File: config.mk
export PLATFORM = sky130hd
export DESIGN_NAME = pad_top
export DESIGN_NICKNAME = d
export VERILOG_FILES = /design/src/logic/host_bus_pkg.sv /design/src/logic/pad_types_pkg.sv /design/src/logic/button_merge.sv /design/src/logic/joypad_port.sv /design/src/logic/nes_pad_reader.sv /design/src/logic/pad_top.sv
export VERILOG_INCLUDE_DIRS = /design/src /design/src/logic
export SDC_FILE = /design/constraint.sdc
export NUM_CORES = 1
export LEC_CHECK = 0
export BUFFER_PORTS_ARGS = -buffer_cell sky130_fd_sc_hd__buf_2
export CAP_MARGIN = 40
export CORE_ASPECT_RATIO = 0.9
export CORE_MARGIN = 4
export CORE_UTILIZATION = 45
export CTS_CLUSTER_SIZE = 16
export DETAILED_ROUTE_END_ITERATION = 8
export GPL_TIMING_DRIVEN = 0
export HOLD_SLACK_MARGIN = 0.02
export PLACE_DENSITY = 0.65
export SYNTH_ARGS = -nofsm -noshare
export SYNTH_HDL_FRONTEND = slang
export SYNTH_HIERARCHICAL = 1
export SYNTH_SLANG_ARGS = --single-unit
File: constraint.sdc
create_clock -name clk -period 1.95 [get_ports clk]
set_input_delay 0.195 -clock clk [delete_from_list [all_inputs] [get_ports clk]]
set_output_delay 0.195 -clock clk [all_outputs]
set_load 0.005 [all_outputs]
File: src/logic/pad_cfg.svh
/*
  pad path configuration
  timing of the NES pad pins, the player count and the host
  override register addresses
*/
`ifndef PAD_CFG_SVH
`define PAD_CFG_SVH

// clock cycles per half bit on latch and pad clock
`define PAD_HALF_CYCLES 4

// cycles from one poll start to the next which must exceed 18 half bits
`define PAD_POLL_CYCLES 200

`define PAD_PLAYERS 2

// host override registers
`define REG_BTN1_ADDR 8'h40  // player 1
`define REG_BTN2_ADDR 8'h41  // player 2

`endif

File: src/logic/host_bus_pkg.sv
/*
  host and CPU bus types
  register writes from the host and the CPU joypad port signals
*/
`default_nettype none
`include "pad_cfg.svh"

package host_bus_pkg;

  typedef enum logic [7:0] {
    REG_BTN1 = `REG_BTN1_ADDR,
    REG_BTN2 = `REG_BTN2_ADDR
  } host_reg_addr_e;

  // single-cycle register write
  typedef struct packed {
    logic           stb;
    host_reg_addr_e addr;
    logic [7:0]     data;
  } host_wr_t;

  // CPU side of the joypad registers
  typedef struct packed {
    logic                    strobe;  // load while high
    logic [`PAD_PLAYERS-1:0] clk;     // one read clock per player
  } joy_cpu_t;

endpackage

`default_nettype wire

File: src/logic/pad_types_pkg.sv
/*
  pad button types
  NES button byte, per-player button arrays and reader states
*/
`default_nettype none
`include "pad_cfg.svh"

package pad_types_pkg;

  // NES button byte where 1 means pressed
  typedef struct packed {
    logic right;
    logic left;
    logic down;
    logic up;
    logic start;
    logic select;
    logic b;
    logic a;       // bit 0 and first on the wire
  } pad_buttons_t;

  // one byte per player with index 0 as player 1
  typedef pad_buttons_t [`PAD_PLAYERS-1:0] pad_pair_t;

  typedef enum logic [1:0] {
    RD_WAIT     = 2'd0,  // idle between polls
    RD_LATCH    = 2'd1,
    RD_CLK_LOW  = 2'd2,
    RD_CLK_HIGH = 2'd3
  } pad_rd_state_e;

endpackage

`default_nettype wire

File: src/logic/button_merge.sv
/*
  button merge
  keeps the host override bytes of both players and ORs each one
  with that player's pad byte, one cycle late
*/
`default_nettype none
`include "pad_cfg.svh"

module button_merge (
  input  logic                     i_clk,
  input  logic                     i_sys_resetn,
  input  host_bus_pkg::host_wr_t   i_host_wr,
  input  pad_types_pkg::pad_pair_t i_pad,
  output pad_types_pkg::pad_pair_t o_merged
);
  import pad_types_pkg::*;
  import host_bus_pkg::*;

  pad_pair_t override;  // host written buttons

  // register decode
  always_ff @(posedge i_clk) begin
    if (!i_sys_resetn) begin
      override <= '0;
    end else if (i_host_wr.stb) begin
      case (i_host_wr.addr)
        REG_BTN1: override[0] <= i_host_wr.data;
        REG_BTN2: override[1] <= i_host_wr.data;
        default: ;  // not ours
      endcase
    end
  end

  always_ff @(posedge i_clk) begin
    if (!i_sys_resetn) begin
      o_merged <= '0;
    end else begin
      for (int p = 0; p < `PAD_PLAYERS; p++) begin
        o_merged[p] <= i_pad[p] | override[p];
      end
    end
  end

endmodule

`default_nettype wire

File: src/logic/joypad_port.sv
/*
  CPU joypad port
  per-player shift registers as the console CPU sees them, loaded
  while strobe is high and shifted on falling edges of the read clock
*/
`default_nettype none

module joypad_port (
  input  logic                     i_clk,
  input  logic                     i_sys_resetn,
  input  pad_types_pkg::pad_pair_t i_merged,
  input  host_bus_pkg::joy_cpu_t   i_joy,
  output logic [1:0]               o_joy_data
);
  import pad_types_pkg::*;

  localparam int NUM_P = $bits(o_joy_data);

  pad_pair_t        joy_bits;
  logic [NUM_P-1:0] last_clk;  // read clocks one cycle ago
  logic [NUM_P-1:0] clk_fall;

  assign clk_fall = last_clk & ~i_joy.clk;

  always_ff @(posedge i_clk) begin
    if (!i_sys_resetn) begin
      last_clk <= '0;
    end else begin
      last_clk <= i_joy.clk;
    end
  end

  always_ff @(posedge i_clk) begin
    if (!i_sys_resetn) begin
      joy_bits <= '0;
    end else begin
      for (int p = 0; p < NUM_P; p++) begin
        if (i_joy.strobe) begin
          joy_bits[p] <= i_merged[p];  // strobe wins over shifting
        end else if (clk_fall[p]) begin
          joy_bits[p] <= {1'b0, joy_bits[p][7:1]};  // zeros after 8 reads
        end
      end
    end
  end

  // serial bit seen by the CPU
  always_comb begin
    for (int p = 0; p < NUM_P; p++) begin
      o_joy_data[p] = joy_bits[p][0];
    end
  end

endmodule

`default_nettype wire

File: src/logic/nes_pad_reader.sv
/*
  NES pad reader
  polls one classic pad over latch, clock and data once per poll
  period and keeps the last complete button byte
*/
`default_nettype none
`include "pad_cfg.svh"

module nes_pad_reader (
  input  logic                        i_clk,
  input  logic                        i_sys_resetn,
  input  logic                        i_pad_data,   // active low
  output logic                        o_pad_latch,
  output logic                        o_pad_clk,
  output pad_types_pkg::pad_buttons_t o_buttons
);
  import pad_types_pkg::*;

  localparam int HALF_W = $clog2(2 * `PAD_HALF_CYCLES);
  localparam int POLL_W = $clog2(`PAD_POLL_CYCLES);
  localparam logic [HALF_W-1:0] HALF_LAST  = HALF_W'(`PAD_HALF_CYCLES - 1);
  localparam logic [HALF_W-1:0] LATCH_LAST = HALF_W'(2 * `PAD_HALF_CYCLES - 1);
  localparam logic [POLL_W-1:0] POLL_LAST  = POLL_W'(`PAD_POLL_CYCLES - 1);

  pad_rd_state_e     state;
  logic [HALF_W-1:0] half_cnt;
  logic [POLL_W-1:0] poll_cnt;
  logic [2:0]        bit_idx;     // clock slots done
  pad_buttons_t      shift_byte;  // bits of the running poll
  logic              sample;

  // free running poll period
  always_ff @(posedge i_clk) begin
    if (!i_sys_resetn) begin
      poll_cnt <= '0;
    end else if (poll_cnt == POLL_LAST) begin
      poll_cnt <= '0;
    end else begin
      poll_cnt <= poll_cnt + 1'b1;
    end
  end

  always_ff @(posedge i_clk) begin
    if (!i_sys_resetn) begin
      state     <= RD_WAIT;
      half_cnt  <= '0;
      bit_idx   <= '0;
      o_buttons <= '0;
    end else begin
      case (state)
        RD_WAIT: begin
          half_cnt <= '0;
          bit_idx  <= '0;
          if (poll_cnt == POLL_LAST) state <= RD_LATCH;
        end
        RD_LATCH: begin
          if (half_cnt == LATCH_LAST) begin
            half_cnt <= '0;
            state    <= RD_CLK_LOW;
          end else begin
            half_cnt <= half_cnt + 1'b1;
          end
        end
        RD_CLK_LOW: begin
          if (half_cnt == HALF_LAST) begin
            half_cnt <= '0;
            state    <= RD_CLK_HIGH;
          end else begin
            half_cnt <= half_cnt + 1'b1;
          end
        end
        RD_CLK_HIGH: begin
          if (half_cnt == HALF_LAST) begin
            half_cnt <= '0;
            if (bit_idx == 3'd7) begin
              state     <= RD_WAIT;
              o_buttons <= shift_byte;  // slot 8 closes the poll
            end else begin
              bit_idx <= bit_idx + 1'b1;
              state   <= RD_CLK_LOW;
            end
          end else begin
            half_cnt <= half_cnt + 1'b1;
          end
        end
        default: state <= RD_WAIT;
      endcase
    end
  end

  // bit a at end of latch then at end of each high phase of slots 1 to 7
  assign sample = (state == RD_LATCH && half_cnt == LATCH_LAST) ||
                  (state == RD_CLK_HIGH && half_cnt == HALF_LAST && bit_idx != 3'd7);

  always_ff @(posedge i_clk) begin
    if (sample) shift_byte <= {~i_pad_data, shift_byte[7:1]};  // lsb first
  end

  assign o_pad_latch = (state == RD_LATCH);
  assign o_pad_clk   = (state == RD_CLK_HIGH);

endmodule

`default_nettype wire

File: src/logic/pad_top.sv
/*
  pad path top level
  two NES pad readers, host override merge and the CPU joypad port
*/
`default_nettype none
`include "pad_cfg.svh"

module pad_top (
  input  logic                    clk,
  input  logic                    sys_resetn,
  input  host_bus_pkg::host_wr_t  i_host_wr,
  input  host_bus_pkg::joy_cpu_t  i_joy,
  output logic [`PAD_PLAYERS-1:0] o_joy_data,
  output logic [`PAD_PLAYERS-1:0] o_pad_latch,
  output logic [`PAD_PLAYERS-1:0] o_pad_clk,
  input  logic [`PAD_PLAYERS-1:0] i_pad_data
);
  import pad_types_pkg::*;

  pad_pair_t pad_btn;  // decoded pad bytes
  pad_pair_t merged;   // pad OR override

  nes_pad_reader u_reader1 (
    .i_clk        (clk),
    .i_sys_resetn (sys_resetn),
    .i_pad_data   (i_pad_data[0]),
    .o_pad_latch  (o_pad_latch[0]),
    .o_pad_clk    (o_pad_clk[0]),
    .o_buttons    (pad_btn[0])
  );

  nes_pad_reader u_reader2 (
    .i_clk        (clk),
    .i_sys_resetn (sys_resetn),
    .i_pad_data   (i_pad_data[1]),
    .o_pad_latch  (o_pad_latch[1]),
    .o_pad_clk    (o_pad_clk[1]),
    .o_buttons    (pad_btn[1])
  );

  button_merge u_merge (
    .i_clk        (clk),
    .i_sys_resetn (sys_resetn),
    .i_host_wr    (i_host_wr),
    .i_pad        (pad_btn),
    .o_merged     (merged)
  );

  joypad_port u_joypad (
    .i_clk        (clk),
    .i_sys_resetn (sys_resetn),
    .i_merged     (merged),
    .i_joy        (i_joy),
    .o_joy_data   (o_joy_data)
  );

endmodule

`default_nettype wire

==> results.cfg, run 1 <==
[status]
status = complete, no violations

[cells_and_area]
layout-drive-gt1-share_pct = 17.2
antennaDiodeCount = 0
regArea_um2 = 2440
fin_nets = 544
mostFrequentLayoutCell = dfxtp_1
syn_to_final_growth_pct = 20.9
layout_common_cells = dfxtp_1, nand2_1, buf_2
fin_util_pct = 56.4
multi_input_area_um2 = 1950
fin_cells = 643
n_fill_cell = 823

[floorplanning]
die_w_um = 114
core_area_um2 = 9780
ioPinCount = 30
die_h_um = 104
die-area_um2 = 11800
start_util_pct = 46.6
row_count = 34

[yosys]
synth_xor_area_share_pct = 1.15
synth_seq_cells = 114
ys_warn_count = 6
synth_flop_cell = dfxtp_1
syn_nets = 492
syn_area_um2 = 4560
synth_edf_count = 16
postSynth.asyncResetShare_pct = 0
synth_top_family_by_area = simple AND/OR/NAND/NOR gates
synth_compound_area_share_pct = 13.1
synth_cell_types = 53
synth_fa_ha_area_share_pct = 4.39
ys_seq_area_share_pct = 53.5
ys_top_cells_by_area = dfxtp_1, edfxtp_1, nand2_1
synth.area.mux_share_pct = 6.58
synth_area_leader_cell = dfxtp_1
avgSynthCellArea_um2 = 10.1
synth_simple_gate_area_share_pct = 17.5
synth_top_area_share_pct = 43.0
synth_cells = 452

[cts]
h-tree-depth = 4
clock_latency_ns = 0.40
numCtsBuffers = 17
clk_pin_slew_ns = 0.05
cts_tree = done
postCtsSetupBuffers = 0
cts-root-buf = clkbuf_16
cts.path.max_buffers = 2
cts.sinks = 114
cts_resized = 0
cts_hold_buf = 3

[worst_hold_path]
hold_depth = 2
hold_path_class = input port to flip-flop
hp-start = i_pad_data[0]
min_to = u_reader1/shift_byte[7]

[setup_path]
critical_path_arrival_ns = 1.82
cpMostUsedCell = ha_1
crit_path_cell_trace = ha_1 > ha_1 > nand3b_1 > a21boi_0 > buf_2
worstPathMaxFanout = 7
cpLargestDelayFamily = adder cells
worst_path_max_delay_cell = dfxtp_1
critPathRequiredTime_ns = 2.04
start_kind = flip-flop
timing.rr.end = u_reader2/shift_byte[5]
crit_path_end_kind = flip-flop
r2r-start = u_reader2/bit_idx[0]
rr_worst_depth = 5
critPathMaxStageDelay_ns = 0.32
reg2reg_slack_ns = 0.22
path_class = flip-flop to flip-flop
cp_num_buf_inv = 1

[global_route]
antenna_found_initial = 0
overflow = 0
grt_max_degree = 30
grt_first_pass_wirelength_mm = 15.0
grt_usage_pct = 15.6
grt_pass1_vias = 3294

[place]
place_hpwl_mm = 5.90
dp_slack_ns = 0.206
gp_congestion = 0.807
placement.io_buffers = 29
dp.cells = 608

[drt]
first_pass_iters = 4
routed_wl_mm = 8.58
drc = 0
first_iter_violations = 132
vias_per_cell = 5.05
antenna_left = 0
vias = 3248
drt-wirelength-per-cell_um = 13.3

[power]
power_frac_clock_pct = 55.0
vdd_drop_max_mv = 0.711
p_switching_mw = 1.15
p_sw_share_pct = 20.0
p_int_mw = 4.62
comb_power_share_pct = 2.9
p_per_area_nw_per_um2 = 1050
pwr-share-seq_pct = 42.0
p_leak_nw = 2.25

[timing]
final-setup-viol-count = 0
layout_min_cycle_time_ns = 1.73
fmax_mhz = 579
slew_headroom_pct = 54.3
drv_slew = 0
setup_slack_ns = 0.222
rsz0062_at_grt = no
whs_ns = 0.0370
fin_crit_sh_pct = 88.6
tightest_slew_ns = 0.676
hold_violations = 0
fin_skew_ns = 0.0116
tns_ns = 0

[job]
max_cap_violations = 0
==> metal layers <==
layer | routed length (um) | vias up | track usage [%]
li1 | - | 1682 | -
met1 | 4020 | 1517 | 18.7
met2 | 4220 | 47 | 26.2
met3 | 300 | 2 | 5.54
met4 | 47 | 0 | 4.58
met5 | 0 | - | 0
==> metrics by stage <==
step / instance area [um2] / power, mW
4_1_cts: 5520 / 5.83
3_3_place_gp: 4870 / 2.63
6_report: 5520 / 5.77
5_1_grt: 5520 / 5.98
2_1_floorplan: 4560 / 2.57
3_5_place_dp: 4870 / 2.64
==> worst max path at each step <==
stage,start,to,slack [ns],cells after the start
finish,u_reader2/bit_idx[0],u_reader2/shift_byte[5],0.22,5
global route,u_reader2/bit_idx[0],u_reader2/shift_byte[5],0.04,5
CTS,u_reader2/bit_idx[0],u_reader2/shift_byte[5],0.19,5
detailed placement,u_reader2/bit_idx[0],u_reader2/shift_byte[0],0.21,5
global placement,u_reader2/bit_idx[0],u_reader2/shift_byte[0],-0.16,4
floorplan,u_reader2/bit_idx[0],u_reader2/shift_byte[0],0.04,4
==> Yosys cell counts (3+ instances only) <==
| master | count |
|---|---|
| dfxtp_1 | 98 |
| nand2_1 | 75 |
| a21oi_1 | 29 |
| mux2i_1 | 27 |
| o21a_1 | 17 |
| o21ai_0 | 17 |
| edfxtp_1 | 16 |
| ha_1 | 16 |
| nor2_1 | 16 |
| inv_1 | 13 |
| nand3_1 | 12 |
| a21boi_1 | 8 |
| buf_2 | 8 |
| o21ai_1 | 8 |
| a21boi_0 | 7 |
| and2_1 | 7 |
| clkbuf_1 | 7 |
| or3_1 | 7 |
| nand4_1 | 5 |
| nand3b_1 | 4 |
| xor2_1 | 4 |
| and3_1 | 3 |
| buf_4 | 3 |
| nand2b_1 | 3 |
| nor2b_1 | 3 |
==> sequential cells by signal (all words and copies together) (netlist names) <==
name,flops
u_reader2/shift_byte,8
u_reader1/state,2
u_joypad/o_joy_data,2
u_reader1/shift_byte,8
u_joypad/joy_bits,14
u_reader2/bit_idx,3
u_reader2/poll_cnt,8
u_reader1/poll_cnt,8
u_reader1/bit_idx,3
u_reader2/half_cnt,3
u_reader1/o_buttons,8
u_merge/override,16
u_reader2/o_buttons,8
u_joypad/last_clk,2
u_reader2/state,2
u_merge/o_merged,16
u_reader1/half_cnt,3
==> layout make-up <==
cell class / instances / share of cell area, %
Clock inverter: 14 / 3.38
Multi-Input combinational cell: 302 / 35.3
Inverter: 14 / 0.953
Timing Repair Buffer: 33 / 3.27
Tap cell: 126 / 2.86
Sequential cell: 114 / 44.3
Clock buffer: 18 / 7.78
Buffer: 22 / 2.18
==> power groups by stage <==
| stage | registers (mW) | logic (mW) | clock network, mW |
|---|---|---|---|
| after floorplan | 2.47 | 0.105 | 0 |
| after global placement | 2.47 | 0.163 | 0 |
| after detailed placement | 2.47 | 0.166 | 0 |
| after CTS | 2.42 | 0.172 | 3.24 |
| after global routing | 2.43 | 0.192 | 3.36 |
| final | 2.42 | 0.170 | 3.17 |
==> kinds of logic after synthesis <==
family          after synthesis
flops                       114
simple gates                155
compound gates               96
mux                          29
fa+ha+maj                    16
buf+inv                      36
xor+xnor                      6
Power figures use the tool's default switching activity.
==> inputs of run 2 (changes only) <==
- PLACE_DENSITY: 0.65 -> default
- PLACE_DENSITY_LB_ADDON: default -> 0.1
==> results.cfg, run 2 (synthesis gave the netlist of run 1 again) <==
[drt]
first_iter_violations = 106
drt-wirelength-per-cell_um = 12.9
routed_wl_mm = 8.31
antenna_left = 0
first_pass_iters = 4
vias_per_cell = 5.03
vias = 3239
drc = 0

[place]
dp_slack_ns = 0.117
gp_congestion = 0.735
placement.io_buffers = 29
place_hpwl_mm = 5.84

[timing]
tns_ns = 0
setup_slack_ns = 0.221
fin_skew_ns = 0.00996
tightest_slew_ns = 0.685
layout_min_cycle_time_ns = 1.73
hold_violations = 0
fmax_mhz = 578
final-setup-viol-count = 0
whs_ns = 0.0828
slew_headroom_pct = 53.7
rsz0062_at_grt = no
fin_crit_sh_pct = 88.7
drv_slew = 0

[floorplanning]
die_w_um = 114
start_util_pct = 46.6
ioPinCount = 30
row_count = 34
die-area_um2 = 11800
die_h_um = 104
core_area_um2 = 9780

[cts]
h-tree-depth = 4
clock_latency_ns = 0.40
clk_pin_slew_ns = 0.05
cts.path.max_buffers = 2
numCtsBuffers = 17
cts_tree = done
cts.sinks = 114
cts-root-buf = clkbuf_16

[cells_and_area]
layout-drive-gt1-share_pct = 17.6
n_fill_cell = 901
syn_to_final_growth_pct = 20.8
fin_nets = 545
layout_common_cells = dfxtp_1, nand2_1, buf_2
multi_input_area_um2 = 1950
antennaDiodeCount = 0
reg_top3 = u_merge/o_merged: 16 flops, u_merge/override: 16 flops, u_joypad/joy_bits: 14 flops
fin_util_pct = 56.3
mostFrequentLayoutCell = dfxtp_1
regArea_um2 = 2440

[setup_path]
cp_num_buf_inv = 1
timing.rr.end = u_reader2/shift_byte[5]
cpMostUsedCell = ha_1
crit_path_cell_trace = ha_1 > ha_1 > nand3b_1 > a21boi_1 > buf_2
cpLargestDelayFamily = adder cells
critical_path_arrival_ns = 1.84
path_class = flip-flop to flip-flop
crit_path_end_kind = flip-flop
worstPathMaxFanout = 6
critPathRequiredTime_ns = 2.06
reg2reg_slack_ns = 0.22
critPathMaxStageDelay_ns = 0.32
start_kind = flip-flop
rr_worst_depth = 5
worst_path_max_delay_cell = dfxtp_1
r2r-start = u_reader2/bit_idx[0]

[worst_hold_path]
hold_path_class = input port to flip-flop
hold_depth = 3
min_to = u_merge/override[14]
hp-start = i_host_wr[6]

[global_route]
use_met2_pct = 23.2
grt_usage_pct = 15.2
overflow = 0
antenna_found_initial = 0
use_met3_pct = 4.31
grt_first_pass_wirelength_mm = 14.5
grt_use_met1_pct = 19.9
grt_busiest_layer = met2
grt_max_degree = 30
grt_pass1_vias = 3228

[status]
status = complete, no violations

[power]
comb_power_share_pct = 3.0
p_int_mw = 4.41
vdd_drop_max_mv = 0.513
p_per_area_nw_per_um2 = 1020
p_leak_nw = 2.26
p_sw_share_pct = 21.6
power_frac_clock_pct = 53.9
power_mw = 5.62
p_switching_mw = 1.21
pwr-share-seq_pct = 43.1

[job]
max_cap_violations = 0
==> run 2: metrics by stage <==
stage               std cells  cell area [um2]
finish                    644             5510
global route              644             5510
CTS                       644             5510
detailed placement        608             4870
global placement          607             4870
floorplan                 452             4560
==> run 2: power by group through the flow <==
stage                     combinational [mW]  sequential (mW)  clock [mW]
after floorplan                        0.105             2.47           0
after global placement                 0.164             2.47           0
after detailed placement               0.167             2.47           0
after CTS                              0.174             2.42        3.11
after global routing                   0.194             2.43        3.20
final                                  0.171             2.42        3.03
==> run 2: cell type report <==
type / count / area share, %
timing repair buffer: 34 / 3.45
inverter: 14 / 0.954
clock inverter: 12 / 2.18
sequential: 114 / 44.3
buffer: 22 / 2.18
multi-input combinational: 302 / 35.4
tap: 126 / 2.86
clock buffer: 20 / 8.70
==> run 2: layer usage <==
metal / up-vias / part of all wire (%) / routed length [um]
met5: - / 0 / 0
met4: 0 / 1.1 / 89
met3: 8 / 4.2 / 346
met2: 52 / 45 / 3740
met1: 1497 / 50 / 4130
li1: 1682 / - / -
==> run 2: worst max path at each step <==
| stage | startpoint | endpoint | slack [ns] | depth (start not counted) |
|---|---|---|---|---|
| after floorplan | u_reader2/bit_idx[0] | u_reader2/shift_byte[0] | 0.04 | 4 |
| after global placement | u_reader2/bit_idx[0] | u_reader2/shift_byte[0] | -0.18 | 4 |
| after detailed placement | u_reader2/bit_idx[0] | u_reader2/shift_byte[1] | 0.12 | 5 |
| after CTS | u_reader2/bit_idx[0] | u_reader2/shift_byte[5] | 0.11 | 5 |
| after global routing | u_reader2/bit_idx[0] | u_reader2/shift_byte[5] | 0.07 | 5 |
| final | u_reader2/bit_idx[0] | u_reader2/shift_byte[5] | 0.22 | 5 |
==> run 2: worst register-to-register path: cells and delay by family (launching register included) <==
family | cells | cell delay [ns]
AO/OA/AOI/OAI | 1 | 0.26
flip-flops | 1 | 0.32
adder cells (fa/ha/maj) | 2 | 0.45
buffers and inverters | 1 | 0.24
AND/OR/NAND/NOR | 1 | 0.17
==> run 2: repair_timing <==
| action | 4_1_cts | 5_1_grt |
|---|---|---|
| endpoints found under the hold margin | 4 | 0 |
| resized for setup | 0 | 1 |
| hold buffers | 4 | 0 |
| buffers inserted | 0 | 0 |
| endpoints found under the setup margin | 0 | 6 |
